===== src/fxu_defs.svh =====
/* Fixed-point unit configuration
   Q16.16 word layout and multiplier latency */
`ifndef FXU_DEFS_SVH
`define FXU_DEFS_SVH

// Word layout, integer part above the fraction
`define FXU_WIDTH      32
`define FXU_INT_WIDTH  16
`define FXU_FRAC_WIDTH 16

// Cycles from the sampled go to the multiplier done
`define FXU_MUL_STAGES 3

`endif


===== src/fxu_pkg.sv =====
/* Fixed-point unit types
   Q16.16 words and the operation codes */
`include "fxu_defs.svh"

package fxu_pkg;

  // Read as signed or unsigned depending on is_signed
  typedef logic [`FXU_WIDTH-1:0] word_t;

  // Full product of two words
  typedef logic [2*`FXU_WIDTH-1:0] dword_t;

  typedef enum logic [2:0] {
    op_add = 3'd0,
    op_sub = 3'd1,
    op_lt  = 3'd2,
    op_mul = 3'd3,
    op_div = 3'd4
  } fxu_op_t;

endpackage


===== src/fxu_unit_if.sv =====
/* One operation between the fxu control top and an arithmetic unit
   Level go in, single-cycle done and a held result out */
interface fxu_unit_if import fxu_pkg::*; ();

  logic  go;
  logic  is_signed;
  word_t left;
  word_t right;
  word_t result;
  logic  done;

  modport ctrl (
    output go,
    output is_signed,
    output left,
    output right,
    input  result,
    input  done
  );

  modport unit (
    input  go,
    input  is_signed,
    input  left,
    input  right,
    output result,
    output done
  );

endinterface


===== src/fxu_addsub_cmp.sv =====
/* Registered add, subtract and less-than on Q16.16 words
   Done one cycle after go, re-armed once go drops */
`include "fxu_defs.svh"

module fxu_addsub_cmp import fxu_pkg::*; (
  input  logic     clk,
  input  logic     rst,
  input  fxu_op_t  op,
  fxu_unit_if.unit u
);

  logic go_q;
  logic start;
  logic less;

  // Only the first cycle of a go level starts an operation
  assign start = u.go && !go_q;
  assign less  = u.is_signed ? ($signed(u.left) < $signed(u.right)) : (u.left < u.right);

  always_ff @(posedge clk) begin
    if (rst) begin
      go_q     <= 1'b0;
      u.done   <= 1'b0;
      u.result <= '0;
    end else begin
      go_q   <= u.go;
      u.done <= start;
      if (start) begin
        case (op)
          op_add:  u.result <= u.left + u.right;
          op_sub:  u.result <= u.left - u.right;
          op_lt:   u.result <= {{(`FXU_WIDTH-1){1'b0}}, less};
          default: u.result <= u.result;
        endcase
      end
    end
  end

  a_done_single: assert property (@(posedge clk) disable iff (rst) u.done |=> !u.done);

endmodule


===== src/fxu_mult_pipe.sv =====
/* Three-stage Q16.16 multiplier, signed or unsigned
   Operands, full product, then the middle bits into result */
`include "fxu_defs.svh"

module fxu_mult_pipe import fxu_pkg::*; (
  input  logic     clk,
  input  logic     rst,
  fxu_unit_if.unit u
);

  localparam int W = `FXU_WIDTH;
  localparam int S = `FXU_MUL_STAGES;

  word_t        ltmp;
  word_t        rtmp;
  dword_t       lext;
  dword_t       rext;
  dword_t       product;
  logic [S-1:0] chain;
  logic         start;

  // A new operation enters only behind an empty chain
  assign start  = u.go && (chain == '0);
  assign u.done = chain[S-1];

  always_ff @(posedge clk) begin
    if (rst) begin
      chain <= '0;
    end else if (u.go) begin
      chain <= {chain[S-2:0], start};
    end else begin
      chain <= '0;
    end
  end

  // Widen to the product width, sign fill for signed words
  assign lext = u.is_signed ? {{W{ltmp[W-1]}}, ltmp} : {{W{1'b0}}, ltmp};
  assign rext = u.is_signed ? {{W{rtmp[W-1]}}, rtmp} : {{W{1'b0}}, rtmp};

  always_ff @(posedge clk) begin
    if (u.go) begin
      ltmp    <= u.left;
      rtmp    <= u.right;
      product <= lext * rext;
    end
  end

  // Bits 47:16 keep the Q16.16 alignment
  always_ff @(posedge clk) begin
    if (rst) begin
      u.result <= '0;
    end else if (u.go && chain[S-2]) begin
      u.result <= product[2*W-`FXU_INT_WIDTH-1:`FXU_FRAC_WIDTH];
    end
  end

  a_go_held: assert property (@(posedge clk) disable iff (rst)
    u.done |-> $past(u.go, 1) && $past(u.go, 2) && $past(u.go, 3));

endmodule


===== src/fxu_div_iter.sv =====
/* Unsigned restoring Q16.16 divider, one quotient bit per cycle
   Zero dividend or divisor finishes in one cycle with quotient 0 */
`include "fxu_defs.svh"

module fxu_div_iter import fxu_pkg::*; (
  input  logic  clk,
  input  logic  rst,
  input  logic  go,
  input  word_t dividend,
  input  word_t divisor,
  output word_t quotient,
  output logic  done
);

  localparam int W     = `FXU_WIDTH;
  localparam int ITERS = `FXU_WIDTH + `FXU_FRAC_WIDTH;
  localparam int IDX_W = $clog2(ITERS);

  logic [IDX_W-1:0] idx;
  logic             running;
  logic             spent;
  logic             start;
  logic             trivial;
  logic             finished;
  word_t            acc;
  word_t            acc_cur;
  word_t            acc_next;
  word_t            shreg;
  word_t            shreg_cur;
  word_t            quo;
  word_t            quo_cur;
  word_t            quo_next;
  logic [W:0]       shifted;
  logic [W:0]       diff;
  logic             fits;

  assign start    = go && !running && !spent;
  assign trivial  = start && (dividend == '0 || divisor == '0);
  assign finished = running && go && (idx == IDX_W'(ITERS - 1));

  // The first step is taken in the start cycle itself
  assign acc_cur   = start ? '0 : acc;
  assign shreg_cur = start ? dividend : shreg;
  assign quo_cur   = start ? '0 : quo;

  // Shift in the next dividend bit, zeros once the dividend is used up
  assign shifted  = {acc_cur, shreg_cur[W-1]};
  assign diff     = shifted - {1'b0, divisor};
  assign fits     = shifted >= {1'b0, divisor};
  assign acc_next = fits ? diff[W-1:0] : shifted[W-1:0];
  assign quo_next = {quo_cur[W-2:0], fits};

  always_ff @(posedge clk) begin
    if (start || running) begin
      acc   <= acc_next;
      shreg <= {shreg_cur[W-2:0], 1'b0};
      quo   <= quo_next;
    end
  end

  always_ff @(posedge clk) begin
    if (rst) begin
      running  <= 1'b0;
      spent    <= 1'b0;
      idx      <= '0;
      done     <= 1'b0;
      quotient <= '0;
    end else begin
      done <= trivial || finished;
      if (!go) begin
        running <= 1'b0;
        spent   <= 1'b0;
      end else if (trivial || finished) begin
        running <= 1'b0;
        spent   <= 1'b1;
      end else if (start) begin
        running <= 1'b1;
      end
      if (start) begin
        idx <= IDX_W'(1);
      end else if (running) begin
        idx <= idx + 1'b1;
      end else begin
        idx <= '0;
      end
      if (trivial) begin
        quotient <= '0;
      end else if (finished) begin
        quotient <= quo_next;
      end
    end
  end

  a_done_single: assert property (@(posedge clk) disable iff (rst) done |=> !done);

endmodule


===== src/fxu_sdiv.sv =====
/* Signed wrapper around the unsigned Q16.16 divider
   Divides magnitudes and negates the quotient on differing signs */
`include "fxu_defs.svh"

module fxu_sdiv import fxu_pkg::*; (
  input  logic     clk,
  input  logic     rst,
  fxu_unit_if.unit u
);

  localparam int W = `FXU_WIDTH;

  word_t left_mag;
  word_t right_mag;
  word_t quo_mag;
  word_t quo_signed;
  word_t quo_held;
  logic  neg;
  logic  neg_q;

  // Unsigned operation passes the words through untouched
  assign left_mag  = (u.is_signed && u.left[W-1])  ? -u.left  : u.left;
  assign right_mag = (u.is_signed && u.right[W-1]) ? -u.right : u.right;
  assign neg       = u.is_signed && (u.left[W-1] ^ u.right[W-1]);

  // Sign of the running operation
  always_ff @(posedge clk) begin
    if (rst) begin
      neg_q <= 1'b0;
    end else if (u.go) begin
      neg_q <= neg;
    end
  end

  fxu_div_iter div_i (
    .clk      (clk),
    .rst      (rst),
    .go       (u.go),
    .dividend (left_mag),
    .divisor  (right_mag),
    .quotient (quo_mag),
    .done     (u.done)
  );

  // Negating the magnitude truncates toward zero
  assign quo_signed = neg_q ? -quo_mag : quo_mag;

  // The last quotient stays visible while the next division runs
  always_ff @(posedge clk) begin
    if (rst) begin
      quo_held <= '0;
    end else if (u.done) begin
      quo_held <= quo_signed;
    end
  end

  assign u.result = u.done ? quo_signed : quo_held;

endmodule


===== src/fxu_top.sv =====
/* Fixed-point arithmetic unit top
   Decodes op, steers go to one unit and selects its result */
module fxu_top import fxu_pkg::*; (
  input  logic    clk,
  input  logic    rst,
  input  logic    go,
  input  fxu_op_t op,
  input  logic    is_signed,
  input  word_t   left,
  input  word_t   right,
  output word_t   result,
  output logic    done
);

  fxu_unit_if simple_if ();
  fxu_unit_if mul_if ();
  fxu_unit_if div_if ();

  logic sel_simple;
  logic sel_mul;
  logic sel_div;

  assign sel_simple = (op == op_add) || (op == op_sub) || (op == op_lt);
  assign sel_mul    = (op == op_mul);
  assign sel_div    = (op == op_div);

  // Only the selected unit sees go
  assign simple_if.go = go && sel_simple;
  assign mul_if.go    = go && sel_mul;
  assign div_if.go    = go && sel_div;

  // Operands are shared by all units
  assign simple_if.is_signed = is_signed;
  assign simple_if.left      = left;
  assign simple_if.right     = right;
  assign mul_if.is_signed    = is_signed;
  assign mul_if.left         = left;
  assign mul_if.right        = right;
  assign div_if.is_signed    = is_signed;
  assign div_if.left         = left;
  assign div_if.right        = right;

  fxu_addsub_cmp simple_i (
    .clk (clk),
    .rst (rst),
    .op  (op),
    .u   (simple_if.unit)
  );

  fxu_mult_pipe mul_i (
    .clk (clk),
    .rst (rst),
    .u   (mul_if.unit)
  );

  fxu_sdiv div_i (
    .clk (clk),
    .rst (rst),
    .u   (div_if.unit)
  );

  always_comb begin
    if (sel_simple) begin
      result = simple_if.result;
      done   = simple_if.done;
    end else if (sel_mul) begin
      result = mul_if.result;
      done   = mul_if.done;
    end else if (sel_div) begin
      result = div_if.result;
      done   = div_if.done;
    end else begin
      // Spare opcodes never complete
      result = '0;
      done   = 1'b0;
    end
  end

endmodule


===== config.mk =====
export PLATFORM = sky130hd
export DESIGN_NAME = fxu_top
export DESIGN_NICKNAME = d
export VERILOG_FILES = /design/src/fxu_pkg.sv /design/src/fxu_unit_if.sv /design/src/fxu_addsub_cmp.sv /design/src/fxu_mult_pipe.sv /design/src/fxu_div_iter.sv /design/src/fxu_sdiv.sv /design/src/fxu_top.sv
export VERILOG_INCLUDE_DIRS = /design/src
export SDC_FILE = /design/constraint.sdc
export NUM_CORES = 2
export LEC_CHECK = 0
export ABC_AREA = 1
export BUFFER_PORTS_ARGS = -buffer_cell sky130_fd_sc_hd__buf_2
export CORE_MARGIN = 8
export CORE_UTILIZATION = 50
export CTS_CLUSTER_DIAMETER = 120
export DETAILED_ROUTE_END_ITERATION = 6
export PLACE_DENSITY = 0.66
export SETUP_SLACK_MARGIN = 0.1
export SLEW_MARGIN = 40
export SYNTH_ARGS = -nofsm -noshare
export SYNTH_HDL_FRONTEND = slang
export SYNTH_HIERARCHICAL = 1
export SYNTH_SLANG_ARGS = --single-unit

===== constraint.sdc =====
create_clock -name clk -period 15.7 [get_ports clk]
set_input_delay 0 -clock clk [delete_from_list [all_inputs] [get_ports clk]]
set_output_delay 0 -clock clk [all_outputs]
set_load 0.03 [all_outputs]

======== After elaboration in Yosys (flattened, before gate mapping) ========
Index checks and enable logic that the tools add are counted.
storage, ports and cells
  register bits ........................... 349
  input port bits ......................... 71
  word-level logic and storage cells ...... 93
cells by class
  add/subtract/negate cells ............... 7
  multiply operators ...................... 1
  order comparisons ....................... 3
  equality and inequality tests ........... 5
  multiplexer cells ....................... 20
  bitwise operators ....................... 4
  reduce and logical (&&, ||, !) cells .... 33
operators by type and width
  operator             count
  $mux 32              10
  $mux 64              2
  $neg 32->32          3
  $pmux 32 s3          1
  $logic_not 32->1     2
  $lt 32x32->1         2
  $mul 64x64->48       1
  $sub 32x32->32       2
  $ge 33x32->1         1
  $add 32x32->32       1
  $mux 31              1
  $logic_and 1x1->1    14
  $add 6x1->6 const B  1
  $eq 3x2->1 const B   2
  $eq 6x6->1 const B   1
  $logic_not 3->1      2
  $mux 1               6
  $reduce_or 2->1      3
  $reduce_or 3->1      2
  $logic_or 1x1->1     5
  $eq 3x1->1 const B   1
  $eq 3x3->1 const B   1
  $logic_not 1->1      3
  $not 1->1            3
  other kinds (3)      3

======== Longest topological paths before layout ========
  depth in word-level cells ............... 7
  gate-level depth with buffers ........... 35
  gate-level depth less buffers ........... 35

======== Modules after synthesis ========
Netlist, hierarchy kept.
modules (own cells, without submodules)
  module          instances  cells an instance  area each (µm²)  seq. area each (µm²)
  fxu_mult_pipe   1          4,800              38,672.1         3,583.4
  fxu_div_iter    1          1,227              8,419.3          3,643.5
  fxu_addsub_cmp  1          1,289              7,090.6          680.7
  fxu_sdiv        1          770                4,320.4          660.6
  fxu_top         1          166                1,182.4          0.0

======== Least setup slack after synthesis ========
No wires, ideal clock.
  path kind ............................... register -> register
  start ................................... reg mul_i.ltmp[31]
  end ..................................... reg mul_i.product[47] (data pin)
  library setup time ...................... 0.253 ns
  data arrival time ....................... 7.058 ns
  required time ........................... 15.447 ns
  path slack .............................. 8.389 ns
  stages on the path, launching flop included .. 29
  path through ............................ edfxtp_1 > buf_2 > nand2_2 > clkinv_1 > nand2_1 > inv_1 > fa_1 > fa_1 > inv_1 > fa_1 > inv_1 > fa_1 > inv_1 > fa_1 > fa_1 > fa_1 > fa_1 > fa_1 > inv_1 > ha_1 > inv_1 > nor3_1 > nand2_1 > nor3_1 > nand2_1 > nand3_1 > inv_1 > nand3_1 > nand2_1
between the ends
  cells in the longest elaborated chain, start to end .. 2
ends and longest elaborated chain
  what                    line                 text
  start, declared         fxu_mult_pipe.sv:14  word_t ltmp;
  start signal, assigned  fxu_mult_pipe.sv:42  ltmp <= u.left;
  $mux 64                 fxu_mult_pipe.sv:37  assign lext = u.is_signed ? {{W{ltmp[W-1]}}, ltmp} : {{W{1'b0}}, ltmp};
  $mul 64x64->48          fxu_mult_pipe.sv:44  product <= lext * rext;
  end signal, assigned    fxu_mult_pipe.sv:44
  end, declared           fxu_mult_pipe.sv:18  dword_t product;
Every way passes these cells.
A chain may end at the register's enable or synchronous reset.

======== Worst setup path in the final report ========
  start ................................... reg mul_i.ltmp[31]
  end ..................................... reg mul_i.product[40] (data pin)
The elaborated chain is that of the path after synthesis.

==> flow_summary.ini <==
[synth]
synthTopCellsByArea = fa_1 31%, inv_1 14%, nand2_1 14%
ys_ff_latch = 333
yosysTopAreaCell = fa_1
yosysSeqAreaShare_pct = 14.4
synth.cell_area_sq_um = 59700
postSynthAreaPerCell_sq_um = 7.23
synth_ff_type = edfxtp_1
synth_cell_types = 67
synth_nets = 9550
synth-edff-count = 190
synth_top_area_share_pct = 31.2
syn_inst = 8252
async_flop_share_pct = 0
ys.warnings.count = 6

[routing]
routed.top_layer = met5
wl_met1_mm = 78.1
routed_via_density = 5.14
met3_length_mm = 11.0
wire_per_inst_um = 19.7
drtPass1Iterations = 7
vias = 50300
totalWireLength_mm = 193
antenna_left = 0
met2WireLength_mm = 93.1
drc = 3
drtIter0Drc = 3817

[global_routing]
grt_max_degree = 68
grt_use_total_pct = 29.7
grt_antenna_before_repair = 9
first_global_vias = 52000
gr-total-overflow = 0
grt_pass1_wl_mm = 302

[timing]
worst_slew_pin_slew_ps = 817
slew-limit-headroom_pct = 45.4
layout_min_cycle_time_ps = 8580
fin_tns_setup_ps = 0
rsz0062_at_grt = false
final_max_slew_viol_count = 0
period_share_pct = 54.6
max_freq_mhz = 117
finalClockSkew_ps = 25.3
finalHoldViolations = 0
setup_violations = 0

[cts]
cts_tree = done
clkSinkCount = 333
cts_buffers = 39
htreeDepth = 2
cts_buffer_depth = 3
cts_hold_buffers = 67
clockRootBuffer = clkbuf_16
post-cts-setup-buffers = 0
cts_resized = 0
insertion_delay_ps = 590
path_clk_slew_ps = 70

[setup_path]
r2r_slack_ps = 7120
worst_path_largest_cell_delay_ps = 690
setup.worst_path.end_class = flip-flop
worst-endpoint-arrival_ps = 8920
worstSetupPathType = reg2reg
crit_family = adder cells
path_max_fanout = 18
crit_slowest_cell = edfxtp_1
crit_top_cell = fa_1
worstPathRequired_ps = 16040
critPathBufInv = 7
startpoint_type = flip-flop

[job]
drv_cap = 0

[finish]
final_cell_mix = 2267 x inv_1, 2238 x nand2_1, 930 x fa_1, 506 x nor2_1, 400 x nand3_1
drive_gt1_share_pct = 6.32
nFillCells = 11700
area_growth_pct = 5.52
final_common_cell = inv_1
fin_nets = 9507
instances_no_fill = 9777

[placement]
detailed_place_hpwl_mm = 155
port_buffers = 103
gp_congestion = 0.970
dp.cells = 9637

[floorplan]
die_h_um = 362
num_rows = 126
die_w_um = 362
dieArea_sq_um = 131000
ios = 104
coreArea_sq_um = 118000
start_util_pct = 50.5

[run_status]
status = finished, violations left
violations = design-rule violations

[min_path]
hp-class = in2reg
-- cell usage after synthesis, drive strengths merged, types with 87 or more instances --
master	number
fa	930
a21oi	206
o21ai	168
nor2	572
clkbuf	203
dfxtp	143
ha	297
buf	132
inv	2316
xor2	87
nand2	2302
edfxtp	190
nand3	415
-- flip-flops by register name, summed over array words and instances (netlist names), 32 cells and up --
signal	count
mul_i/rtmp	32
simple_i/u.result	32
div_i/div_i/quotient	32
mul_i/ltmp	32
div_i/quo_held	32
mul_i/product	32
div_i/div_i/acc	32
mul_i/u.result	32
-- cells by family after synthesis --
family                   count (synthesis)  share of synthesized area (%)
flip-flops                             333                           14.4
AND/OR/NAND/NOR                       3470                           24.8
XOR/XNOR                               118                           1.73
buffers and inverters                 2656                           17.4
AO/OA/AOI/OAI                          447                           4.25
adder cells (fa/ha/maj)               1227                           37.4
multiplexers                             1                         0.0168
-- tightest hold or removal path: stages --
cell	delay (ps)
buf_2	100
buf_4	280
nor2_1	200
nand2_1	70
nand2_1	70
a21oi_2	50
-- path summary, 6_finish.rpt --
| kind | startpoint | endpoint | cells past startpoint |
|---|---|---|---|
| worst max-delay path | mul_i/ltmp[31] | mul_i/product[40] | 25 |
| worst min-delay path | op[2] | simple_i/u.result[0] | 6 |
| worst max register to register | mul_i/ltmp[31] | mul_i/product[40] | 25 |
| worst min register to register | mul_i/chain[0] | mul_i/chain[0] | 1 |
-- metal layers --
metal | up-vias | GRT usage, %
li1 | 23800 | -
met1 | 24400 | 37.4
met2 | 1634 | 51.4
met3 | 450 | 3.10
met4 | 8 | 13.5
met5 | - | 0
-- cell type report --
class	count	area (sq um)	area share, %
antenna	2	5.00	0.00795
clock inverter	22	183	0.290
sequential	333	8570	13.6
multi-input combinational	5263	40700	64.7
tap	1536	1920	3.05
clock buffer	49	1040	1.66
inverter	2321	8730	13.9
timing repair buffer	251	1800	2.85
-- per-stage QoR --
step | util [%] | cell area [sq um] | hold WS [ps] | worst slack (ps)
finish | 53.3 | 63000 | 244 | 7120
global route | 53.3 | 63000 | 253 | 6690
CTS | 53.3 | 63000 | 198 | 7170
detailed placement | 51.7 | 61100 | 312 | 7260
global placement | 51.6 | 61100 | 318 | 7180
floorplan | - | 59700 | 62.4 | 8390
Power is not shown: default switching activity piles up to over one toggle a cycle in this logic, so the estimate is an artifact.
